--- src/design/tge_defs.svh ---
`ifndef TGE_DEFS_SVH
`define TGE_DEFS_SVH

// Width of one word as it comes back from the DRAM read port.
`define DRAM_W 288

// Width of one beat on the 10G Ethernet transmit path.
`define TGE_W 64

// Two DRAM words carry exactly this many TGE beats.
`define BEATS_PER_PAIR 9

// Input FIFO depth.
// The DRAM source starts out with this many credits after reset.
`define DRAM_FIFO_DEPTH 4

// Transmit queue depth.
// The unpacker starts out with this many internal credits after reset.
`define TXQ_DEPTH 4

// Ceiling of the external credit counter in the transmit queue.
`define TGE_CREDIT_MAX 15

`endif
--- src/design/tge_pkg.sv ---
`include "tge_defs.svh"

package tge_pkg;

    // First word of a pair: lanes 0..3 at the bottom, then the low half of lane 4.
    typedef struct packed {
        logic [31:0]                lane4_lo;
        logic [3:0][`TGE_W-1:0]     lanes;
    } dram_first_t;

    // Second word of a pair: the high half of lane 4 at the bottom, then lanes 5..8.
    typedef struct packed {
        logic [3:0][`TGE_W-1:0]     lanes;
        logic [31:0]                lane4_hi;
    } dram_second_t;

    // The same 288 bits seen raw, or through either half-of-pair view.
    typedef union packed {
        logic [`DRAM_W-1:0]         raw;
        dram_first_t                first;
        dram_second_t               second;
    } dram_word_u;

    // One outgoing beat, tagged with its position inside the pair.
    typedef struct packed {
        logic [`TGE_W-1:0]          data;
        logic [3:0]                 lane;
    } tge_beat_t;

    // Register map of the control block.
    typedef enum logic [31:0] {
        REG_CTRL  = 32'h0000_0000,
        REG_PAIRS = 32'h0000_0004,
        REG_BEATS = 32'h0000_0008
    } reg_addr_e;

endpackage

--- src/design/dram_tge_top.sv ---
module dram_tge_top (
    input  logic                clk,
    input  logic                rst,
    input  tge_pkg::dram_word_u dram_word,
    input  logic                dram_push,
    output logic                dram_credit,
    output tge_pkg::tge_beat_t  tge_beat,
    output logic                tge_valid,
    input  logic                tge_credit,
    input  logic                reg_we,
    input  tge_pkg::reg_addr_e  reg_addr,
    input  logic [31:0]         reg_wdata,
    output logic [31:0]         reg_rdata
);
    import tge_pkg::*;

    dram_word_u fifo_dout;
    logic [2:0] fifo_count;
    logic       fifo_pop;
    tge_beat_t  beat;
    logic       beat_push;
    logic       beat_credit;
    logic       pair_done;
    logic       enable;

    dram_rd_fifo dram_rd_fifo_inst (
        .clk    (clk),
        .rst    (rst),
        .push   (dram_push),
        .din    (dram_word),
        .pop    (fifo_pop),
        .dout   (fifo_dout),
        .count  (fifo_count),
        .credit (dram_credit)
    );

    dram_unpack dram_unpack_inst (
        .clk         (clk),
        .rst         (rst),
        .enable      (enable),
        .fifo_count  (fifo_count),
        .fifo_dout   (fifo_dout),
        .fifo_pop    (fifo_pop),
        .beat_push   (beat_push),
        .beat        (beat),
        .beat_credit (beat_credit),
        .pair_done   (pair_done)
    );

    tge_credit_tx tge_credit_tx_inst (
        .clk         (clk),
        .rst         (rst),
        .beat_push   (beat_push),
        .beat        (beat),
        .beat_credit (beat_credit),
        .tge_credit  (tge_credit),
        .tge_beat    (tge_beat),
        .tge_valid   (tge_valid)
    );

    // Beat counting uses the outgoing valid, so it matches what the sink saw.
    tge_ctrl_regs tge_ctrl_regs_inst (
        .clk       (clk),
        .rst       (rst),
        .reg_we    (reg_we),
        .reg_addr  (reg_addr),
        .reg_wdata (reg_wdata),
        .reg_rdata (reg_rdata),
        .pair_done (pair_done),
        .tge_valid (tge_valid),
        .enable    (enable)
    );

endmodule

--- src/design/tge_ctrl_regs.sv ---
module tge_ctrl_regs (
    input  logic               clk,
    input  logic               rst,
    input  logic               reg_we,
    input  tge_pkg::reg_addr_e reg_addr,
    input  logic [31:0]        reg_wdata,
    output logic [31:0]        reg_rdata,
    input  logic               pair_done,
    input  logic               tge_valid,
    output logic               enable
);
    import tge_pkg::*;

    logic [31:0] pairs_cnt;
    logic [31:0] beats_cnt;
    logic        wr_ctrl;
    logic        wr_pairs;
    logic        wr_beats;

    assign wr_ctrl  = reg_we && (reg_addr == REG_CTRL);
    assign wr_pairs = reg_we && (reg_addr == REG_PAIRS);
    assign wr_beats = reg_we && (reg_addr == REG_BEATS);

    always_ff @(posedge clk) begin
        if (rst) begin
            enable <= 1'b0;
        end else if (wr_ctrl) begin
            enable <= reg_wdata[0];
        end
    end

    // Counters clear on any write to their address, whatever the data.
    always_ff @(posedge clk) begin
        if (rst) begin
            pairs_cnt <= '0;
        end else if (wr_pairs) begin
            pairs_cnt <= '0;
        end else if (pair_done) begin
            pairs_cnt <= pairs_cnt + 32'd1;
        end
    end

    always_ff @(posedge clk) begin
        if (rst) begin
            beats_cnt <= '0;
        end else if (wr_beats) begin
            beats_cnt <= '0;
        end else if (tge_valid) begin
            beats_cnt <= beats_cnt + 32'd1;
        end
    end

    // Read mux; unmapped addresses return zero.
    always_comb begin
        case (reg_addr)
            REG_CTRL:  reg_rdata = {31'd0, enable};
            REG_PAIRS: reg_rdata = pairs_cnt;
            REG_BEATS: reg_rdata = beats_cnt;
            default:   reg_rdata = '0;
        endcase
    end

endmodule

--- src/design/tge_credit_tx.sv ---
`include "tge_defs.svh"

module tge_credit_tx (
    input  logic               clk,
    input  logic               rst,
    input  logic               beat_push,
    input  tge_pkg::tge_beat_t beat,
    output logic               beat_credit,
    input  logic               tge_credit,
    output tge_pkg::tge_beat_t tge_beat,
    output logic               tge_valid
);
    import tge_pkg::*;

    localparam int AW = $clog2(`TXQ_DEPTH);
    localparam int QW = $clog2(`TXQ_DEPTH + 1);
    localparam int EW = $clog2(`TGE_CREDIT_MAX + 1);

    tge_beat_t     queue [`TXQ_DEPTH];
    logic [AW-1:0] wr_ptr;
    logic [AW-1:0] rd_ptr;
    logic [QW-1:0] q_count;
    logic [EW-1:0] ext_cnt;
    logic          send;

    // A beat leaves only when one is queued and the sink has granted room.
    assign send = (q_count != '0) && (ext_cnt != '0);

    // The slot freed by this send goes straight back to the unpacker.
    assign beat_credit = send;

    always_ff @(posedge clk) begin
        if (beat_push) begin
            queue[wr_ptr] <= beat;
        end
        if (send) begin
            tge_beat <= queue[rd_ptr];
        end
    end

    always_ff @(posedge clk) begin
        if (rst) begin
            wr_ptr    <= '0;
            rd_ptr    <= '0;
            q_count   <= '0;
            tge_valid <= 1'b0;
        end else begin
            if (beat_push) begin
                wr_ptr <= wr_ptr + 1'b1;
            end
            if (send) begin
                rd_ptr <= rd_ptr + 1'b1;
            end
            case ({beat_push, send})
                2'b10:   q_count <= q_count + 1'b1;
                2'b01:   q_count <= q_count - 1'b1;
                default: q_count <= q_count;
            endcase
            tge_valid <= send;
        end
    end

    // External credits saturate; a grant beyond the ceiling is lost.
    always_ff @(posedge clk) begin
        if (rst) begin
            ext_cnt <= '0;
        end else begin
            case ({tge_credit, send})
                2'b10: begin
                    if (ext_cnt != EW'(`TGE_CREDIT_MAX)) begin
                        ext_cnt <= ext_cnt + 1'b1;
                    end
                end
                2'b01:   ext_cnt <= ext_cnt - 1'b1;
                default: ext_cnt <= ext_cnt;
            endcase
        end
    end

endmodule

--- src/design/dram_unpack.sv ---
`include "tge_defs.svh"

module dram_unpack (
    input  logic                clk,
    input  logic                rst,
    input  logic                enable,
    input  logic [2:0]          fifo_count,
    input  tge_pkg::dram_word_u fifo_dout,
    output logic                fifo_pop,
    output logic                beat_push,
    output tge_pkg::tge_beat_t  beat,
    input  logic                beat_credit,
    output logic                pair_done
);

    localparam int CW = $clog2(`TXQ_DEPTH + 1);
    localparam logic [3:0] LAST_BEAT = 4'(`BEATS_PER_PAIR - 1);

    typedef enum logic [1:0] {
        ST_IDLE,
        ST_SECOND,
        ST_EMIT
    } state_t;

    state_t                              state;
    logic [3:0]                          beat_idx;
    logic [CW-1:0]                       credit_cnt;
    logic [`BEATS_PER_PAIR-1:0][`TGE_W-1:0] lanes;
    logic                                start;
    logic                                emit;

    // A pair is only started when both of its words are already queued.
    assign start = (state == ST_IDLE) && enable && (fifo_count >= 3'd2);
    assign emit  = (state == ST_EMIT) && (credit_cnt != '0);

    // First pop in the idle cycle, second pop straight after it.
    assign fifo_pop = start || (state == ST_SECOND);

    // Lane storage; lane 4 is stitched together from both words of the pair.
    always_ff @(posedge clk) begin
        if (start) begin
            lanes[3:0]      <= fifo_dout.first.lanes;
            lanes[4][31:0]  <= fifo_dout.first.lane4_lo;
        end
        if (state == ST_SECOND) begin
            lanes[4][63:32] <= fifo_dout.second.lane4_hi;
            lanes[8:5]      <= fifo_dout.second.lanes;
        end
    end

    always_ff @(posedge clk) begin
        if (rst) begin
            state    <= ST_IDLE;
            beat_idx <= '0;
        end else begin
            case (state)
                ST_IDLE: begin
                    if (start) begin
                        state <= ST_SECOND;
                    end
                end
                ST_SECOND: begin
                    state    <= ST_EMIT;
                    beat_idx <= '0;
                end
                ST_EMIT: begin
                    if (emit) begin
                        if (beat_idx == LAST_BEAT) begin
                            // The next pair waits for this one to drain completely.
                            state <= ST_IDLE;
                        end
                        beat_idx <= beat_idx + 4'd1;
                    end
                end
                default: state <= ST_IDLE;
            endcase
        end
    end

    // Internal credits track free room in the transmit queue.
    always_ff @(posedge clk) begin
        if (rst) begin
            credit_cnt <= CW'(`TXQ_DEPTH);
        end else begin
            case ({emit, beat_credit})
                2'b10:   credit_cnt <= credit_cnt - 1'b1;
                2'b01:   credit_cnt <= credit_cnt + 1'b1;
                default: credit_cnt <= credit_cnt;
            endcase
        end
    end

    always_ff @(posedge clk) begin
        if (rst) begin
            beat_push <= 1'b0;
            pair_done <= 1'b0;
        end else begin
            beat_push <= emit;
            pair_done <= emit && (beat_idx == LAST_BEAT);
        end
    end

    always_ff @(posedge clk) begin
        if (emit) begin
            beat.data <= lanes[beat_idx];
            beat.lane <= beat_idx;
        end
    end

endmodule

--- src/design/dram_rd_fifo.sv ---
`include "tge_defs.svh"

module dram_rd_fifo (
    input  logic                clk,
    input  logic                rst,
    input  logic                push,
    input  tge_pkg::dram_word_u din,
    input  logic                pop,
    output tge_pkg::dram_word_u dout,
    output logic [2:0]          count,
    output logic                credit
);
    import tge_pkg::*;

    localparam int AW = $clog2(`DRAM_FIFO_DEPTH);

    dram_word_u    mem [`DRAM_FIFO_DEPTH];
    logic [AW-1:0] wr_ptr;
    logic [AW-1:0] rd_ptr;
    logic          do_push;
    logic          do_pop;

    // A push into a full FIFO is dropped here; upstream credits should prevent it.
    assign do_push = push && (count != 3'(`DRAM_FIFO_DEPTH));
    assign do_pop  = pop && (count != 3'd0);

    // Head of the queue is always visible, so the consumer can sample it
    // in the same cycle it pops.
    assign dout = mem[rd_ptr];

    always_ff @(posedge clk) begin
        if (do_push) begin
            mem[wr_ptr] <= din;
        end
    end

    always_ff @(posedge clk) begin
        if (rst) begin
            wr_ptr <= '0;
            rd_ptr <= '0;
            count  <= '0;
            credit <= 1'b0;
        end else begin
            if (do_push) begin
                wr_ptr <= wr_ptr + 1'b1;
            end
            if (do_pop) begin
                rd_ptr <= rd_ptr + 1'b1;
            end
            case ({do_push, do_pop})
                2'b10:   count <= count + 3'd1;
                2'b01:   count <= count - 3'd1;
                default: count <= count;
            endcase
            // Every word that leaves frees one slot for the DRAM source.
            credit <= do_pop;
        end
    end

endmodule

--- config.mk ---
export PLATFORM = sky130hd
export DESIGN_NAME = dram_tge_top
export DESIGN_NICKNAME = d
export VERILOG_FILES = /design/src/design/tge_pkg.sv /design/src/design/dram_tge_top.sv /design/src/design/tge_ctrl_regs.sv /design/src/design/tge_credit_tx.sv /design/src/design/dram_unpack.sv /design/src/design/dram_rd_fifo.sv
export VERILOG_INCLUDE_DIRS = /design/src /design/src/design
export SDC_FILE = /design/constraint.sdc
export NUM_CORES = 2
export LEC_CHECK = 0
export BUFFER_PORTS_ARGS = -buffer_cell sky130_fd_sc_hd__buf_2
export CAP_MARGIN = 10
export CORE_MARGIN = 1
export CORE_UTILIZATION = 50
export DETAILED_ROUTE_END_ITERATION = 16
export GPL_TIMING_DRIVEN = 1
export HOLD_SLACK_MARGIN = 0.06
export PLACE_DENSITY = 0.73
export RECOVER_POWER = 25
export SYNTH_ARGS = -nofsm -noshare
export SYNTH_HDL_FRONTEND = slang
export SYNTH_SLANG_ARGS = --single-unit
export TNS_END_PERCENT = 1
--- constraint.sdc ---
create_clock -name clk -period 40.2 [get_ports clk]
set_input_delay 4.02 -clock clk [delete_from_list [all_inputs] [get_ports clk]]
set_output_delay 4.02 -clock clk [all_outputs]
set_load 0.03 [all_outputs]
* Yosys cells after proc, flatten, opt, wreduce, memory -nomap -nowiden
Memories as Yosys holds them, arrays and structs flattened. A register that Yosys moved wholly into a read port is not among the register bits.
Cells that the tools add are included.
** Cells by class
- $add $sub $neg :: 15
- Multiply operators :: 0
- Div/mod/pow operators :: 0
- $lt $le $gt $ge :: 2
- Eq/ne operators :: 19
- Shift-type cells :: 0
- Mux-type cells :: 20
- Bitwise operators :: 0
- Reduce and logical (&&, ||, !) cells :: 27
** Operators with widths (number)
- binary-select mux 64 bit (select 4 bit) :: 1
- one-hot mux 32 bit (3 select lines) :: 1
- adder 32 x 1 -> 32 bit (second input constant) :: 2
- two-way mux 64 bit :: 1
- equality test 32 x 3 -> 1 bit (second input constant) :: 1
- equality test 32 x 4 -> 1 bit (second input constant) :: 1
- zero test 32 bit :: 1
- one-hot mux 3 bit (2 select lines) :: 3
- one-hot mux 4 bit (2 select lines) :: 2
- equality test 2 x 1 -> 1 bit (second input constant) :: 5
- equality test 2 bit (second input constant) :: 5
- logical AND 1 bit :: 10
- two-way mux 2 bit :: 5
- nonzero test 2 bit :: 5
- adder 3 x 1 -> 3 bit (second input constant) :: 3
- nonzero test 3 bit :: 3
- subtractor 3 x 1 -> 3 bit (second input constant) :: 3
- adder 2 x 1 -> 2 bit (second input constant) :: 4
- adder 4 x 1 -> 4 bit (second input constant) :: 2
- two-way mux 4 bit :: 2
- != test 2 x 1 -> 1 bit (second input constant) :: 3
- one-hot mux 2 bit (3 select lines) :: 1
- < comparator 4 x 5 -> 1 bit (second input constant) :: 1
- equality test 4 bit (second input constant) :: 1
- other kinds (12) :: 17
** Word-level totals
- Flip-flop bits (word level) :: 740
- Bits in latches :: 0
- Memory bits (writable) :: 1424
- ROM bits :: 0
- Input bits :: 357
- Memories kept :: 2
** Memories
- dram_rd_fifo_inst.mem :: words 4, bits a word 288, rd ports 1, clocked after memory_dff 1, write ports 1, RTL line dram_rd_fifo.sv:17 : dram_word_u mem [`DRAM_FIFO_DEPTH];
- tge_credit_tx_inst.queue :: words 4, bits a word 68, rd ports 1, clocked after memory_dff 1, write ports 1, RTL line tge_credit_tx.sv:19 : tge_beat_t queue [`TXQ_DEPTH];

* Longest topological paths before layout
- Word-level depth :: 7
- Mapped depth :: 9
- Depth with buffers taken out :: 9

* Cells and area by module
A second synthesis with hierarchy kept.
** Second synthesis, totals
- Cell total of the unflattened synthesis :: 3685
- Area total of the unflattened synthesis :: 82581.7 um2
** By module, submodules not included
- dram_rd_fifo :: instances 1, cells an instance 1557, area each 42042.8 um2
- dram_unpack :: instances 1, cells an instance 1221, area each 24523.5 um2
- tge_credit_tx :: instances 1, cells an instance 518, area each 12607.1 um2
- tge_ctrl_regs :: instances 1, cells an instance 389, area each 3408.3 um2

* Worst setup path before layout
OpenSTA, ideal clock, no wires.
- Kind :: flip-flop to flip-flop
- Start :: register tge_ctrl_regs_inst.enable
- End :: register dram_unpack_inst.lanes[0] in the netlist's numbering (enable)
- Setup time :: 0.943 ns
- Arrival time :: 12.728 ns
- Required time :: 39.257 ns
- Setup slack :: 26.529 ns
- Stages on the path, launching flop included :: 3
- Clock period less this slack :: 13.671 ns
- Path through :: dfxtp_1 or3b_2 nor2_1
** Between the ends
- Longest elaborated chain between the ends :: 2
** Ends and longest elaborated chain
- from (decl) :: RTL line tge_ctrl_regs.sv:10 : output logic enable
- from (signal assigned) :: RTL line tge_ctrl_regs.sv:28 : enable <= reg_wdata[0];
- logical AND 1 bit (2 in a row) :: RTL line dram_unpack.sv:33 : assign start = (state == ST_IDLE) && enable && (fifo_count >= 3'd2);
- via dram_unpack_inst.start :: RTL line dram_unpack.sv:29 : logic start;
- to (decl) :: RTL line dram_unpack.sv:28 : logic [`BEATS_PER_PAIR-1:0][`TGE_W-1:0] lanes;
The timed path passes the listed nets, and every way through them passes these cells.
A chain may end at the register's enable or synchronous reset.

* Worst setup path in the final report
- Start :: input reg_addr[26]
- End :: output reg_rdata[27]
** Between the ends
- Longest elaborated chain between the ends :: 2
- Elaborated cells between the ends (all ways) :: 4
** Ends and longest elaborated chain
- from (decl) :: RTL line dram_tge_top.sv:11 : input tge_pkg::reg_addr_e reg_addr,
- equality test 32 x 4 -> 1 bit, or another cell as far along :: RTL line tge_ctrl_regs.sv:55 : case (reg_addr)
- one-hot mux 32 bit (3 select lines) (*) :: RTL line tge_ctrl_regs.sv:55
- to (decl) :: RTL line dram_tge_top.sv:13 : output logic [31:0] reg_rdata
Mark *: on every way between the ends. The rest lies on a longest branch, timed or not.

==> flow_summary_export.csv <==
group,metric,value,unit
floorplan,row_count,148,
layout,fillCellCount,11740,
floorplan,dieHeight,406.5,um
route,via_count,36473,
clock_tree,postCtsSetupBuffers,0,
logic_synthesis,syn_inst,3530,
clock_tree,cts_hold_buf,0,
logic_synthesis,avgSynthCellArea,23.18,um2
clock_tree,cts_max_level,4,
route,routed_wirelength,166.5,mm
clock_tree,cts_tree,"built",
timing,maxSlewHeadroom,-3.829,
global_routing,overflow,0,
timing,skew,0.04249,ns
timing,fmax,96.60,MHz
global_routing,grt_max_degree,150,
pwr,p_sw,924.6,uW
logic_synthesis,synth-seq-cells,2234,
logic_synthesis,yosysSeqAreaShare,0.8078,
global_routing,grt_pass1_wl,241.3,mm
timing,tns,0,ns
floorplan,initial_core_util,0.5033,
pwr,p_per_area,49.97,nW/um2
route,viasPerCell,5.659,
logic_synthesis,yosys_warnings,0,
logic_synthesis,synth_ff_type,"edfxtp_1",
timing,rsz0062_at_grt,"no",
layout,nets,4436,
route,postRouteAntennaNets,0,
status,status,"finished, violations left",
pwr,switching_share,0.1982,
global_routing,first_global_vias,36883,
status,violations,"max-capacitance violations, max-slew violations",
setup_path,critPathMaxFanout,33,
min_path,worstHoldPathType,"register to register",
clock_tree,post_cts_resized,0,
logic_synthesis,syn_area,81830,um2
logic_synthesis,synth_nets,3908,
logic_synthesis,synthDistinctLibCells,49,
pwr,power_leakage,28.99,nW
route,drt_pass1_iterations,5,
setup_path,worstPathRequired,36.18,ns
global_routing,track_usage,0.2018,
clock_tree,cts_root_buf,"clkbuf_16",
timing,fin_ws,29.85,ns
layout,post_route_cells_drive_above_1_share,0.3001,
pwr,ir_drop,0.00004464,V
setup_path,arrival,6.33,ns
clock_tree,clkSinkCount,2234,
setup_path,criticalPathCategory,"input port to output pin",
logic_synthesis,synthArstFlopShare,0,
placement,place_ws,29.86,ns
floorplan,pin_count,459,
timing,hold_viol,0,
timing,setup_violations,0,
floorplan,core_area,162600,um2
setup_path,cp-end-kind,"output pin",
placement,port_buffers,427,
timing,worst_pin_slew,7.243,ns
timing,finalCriticalPeriod,10.35,ns
floorplan,die_w,406.5,um
global_routing,grt_antenna_before_repair,117,
placement,place_congestion,0.8021,
pwr,power.internal,3.739,mW
placement,hpwl,98.52,mm
layout,area_delta_synth_final,14.06,%
floorplan,fp.dieArea,165300,um2
pwr,power_frac_comb,0.023,
clock_tree,clockBufferDepth,3,
route,dr.first_iter.drc_count,3518,
pwr,p_clk_frac,0.414,
timing,timing.final.max_slew_violations,1026,
logic_synthesis,synth_edf_count,2136,
timing,fin_crit_sh,0.2575,
clock_tree,clock_latency,0.84,ns
route,drc_errors,0,
clock_tree,clk_pin_slew,0.06,ns
clock_tree,cts_made_buffers,211,
setup_path,start_kind,"input port",
run,cap_violations,21,
pwr,power_frac_seq,0.563,
route,wire_per_inst,25.84,um
through the flow:
step / cells / hold WS (ns) / total power, mW / area, um2 / util
floorplan: 3530 / 0.4064 / 2.741 / 81830 / -
global placement: 6019 / 0.4674 / 2.773 / 86510 / 0.5321
detailed placement: 6019 / 0.4880 / 2.781 / 86510 / 0.5321
CTS: 6409 / 0.4786 / 4.704 / 93330 / 0.5741
global route: 6429 / 0.5032 / 4.803 / 93290 / 0.5738
finish: 6445 / 0.4844 / 4.664 / 93330 / 0.5741
worst paths after layout:
kind	start	endpoint	slack, ns	cells past startpoint
max	reg_addr[26]	reg_rdata[27]	29.85	6
min	dram_unpack_inst.beat[44]	tge_credit_tx_inst.queue[3][44]	0.48	0
max reg2reg	dram_unpack_inst.beat_idx[0]	dram_unpack_inst.beat[16]	30.34	4
min reg2reg	dram_unpack_inst.beat[44]	tge_credit_tx_inst.queue[3][44]	0.48	0
kinds of logic after synthesis:
kind of cell | share of synthesized area
flip-flops | 0.8078
AND/OR/NAND/NOR | 0.01913
adder cells (fa/ha/maj) | 0.003578
multiplexers | 0.1420
AO/OA/AOI/OAI | 0.01009
buffers and inverters | 0.009954
XOR/XNOR | 0.007385
synthesized netlist by cell type (9+ instances only):
cell type	count	area, um2
nand2_1	85	319.1
a22o_1	31	271.5
nand4_1	16	100.1
inv_1	38	142.6
o21ai_0	76	380.4
xor2_1	23	201.4
edfxtp_1	2136	64140
clkbuf_1	60	225.2
nor3_1	23	115.1
xnor2_1	46	402.9
nor4_1	15	93.84
nand3_1	21	105.1
nor2_1	97	364.1
dfxtp_1	98	1962
mux4_2	484	10900
ha_1	17	212.7
a21oi_1	18	90.09
buf_1	23	86.33
and2_1	9	56.30
buf_2	72	360.4
mux2i_1	71	710.7
or3_1	12	75.07
power by group through the flow:
stage / clock network [mW] / registers (mW) / logic [mW]
floorplan: 0 / 2.69 / 0.0548
global placement: 0 / 2.67 / 0.105
detailed placement: 0 / 2.67 / 0.109
CTS: 1.97 / 2.62 / 0.109
global route: 2.06 / 2.63 / 0.116
finish: 1.93 / 2.62 / 0.108
registers in the layout, summed over array words and instances (netlist names), 2 cells and up, named ones only:
name,flops
tge_credit_tx_inst.q_count,3
tge_credit_tx_inst.tge_beat,68
dram_rd_fifo_inst.rd_ptr,2
dram_unpack_inst.credit_cnt,3
dram_rd_fifo_inst.count,3
dram_unpack_inst.beat_idx,4
tge_credit_tx_inst.rd_ptr,2
tge_credit_tx_inst.ext_cnt,4
dram_rd_fifo_inst.mem,1152
tge_ctrl_regs_inst.pairs_cnt,32
tge_credit_tx_inst.wr_ptr,2
dram_unpack_inst.beat,68
dram_unpack_inst.lanes,576
dram_rd_fifo_inst.wr_ptr,2
dram_unpack_inst.state,2
tge_ctrl_regs_inst.beats_cnt,32
tge_credit_tx_inst.queue,272
critical path, cell delays in order:
cell and delay, ns:
buf_2 0.10, nor4_1 0.42, nand3b_1 0.24, nor3_4 0.98, a22o_1 0.34, buf_2 0.22
layout by cell type (no fill, tap or decap), types with 31 or more instances in the layout:
| master | synthesis | routed |
|---|---|---|
| a22o_1 | 31 | 31 |
| buf_2 | 72 | 427 |
| clkbuf_1 | 60 | 57 |
| clkbuf_16 | 0 | 212 |
| clkinv_1 | 0 | 42 |
| clkinv_2 | 0 | 43 |
| dfxtp_1 | 98 | 94 |
| diode_2 | 0 | 35 |
| edfxtp_1 | 2136 | 2136 |
| inv_1 | 38 | 35 |
| mux2i_1 | 71 | 71 |
| mux4_2 | 484 | 484 |
| nand2_1 | 85 | 85 |
| nor2_1 | 97 | 97 |
| o21ai_0 | 76 | 77 |
| xnor2_1 | 46 | 46 |
layer usage:
metal	up-vias	global-route usage	wire (um)
li1	15828	-	-
met1	18843	0.2718	67350
met2	1331	0.3092	78450
met3	377	0.07277	15970
met4	94	0.06206	4192
met5	-	0	592
final cells by class:
type | count | area (um2) | share of cell area
Antenna cell | 35 | 87.58 | 0.0009384
Timing Repair Buffer | 470 | 2494 | 0.02672
Clock inverter | 130 | 1321 | 0.01416
Multi-Input combinational cell | 1103 | 14940 | 0.1601
Tap cell | 2175 | 2721 | 0.02916
Clock buffer | 260 | 5505 | 0.05899
Sequential cell | 2234 | 66120 | 0.7084
Inverter | 38 | 146.4 | 0.001568
No activity file was read; power rests on OpenSTA's default activity.
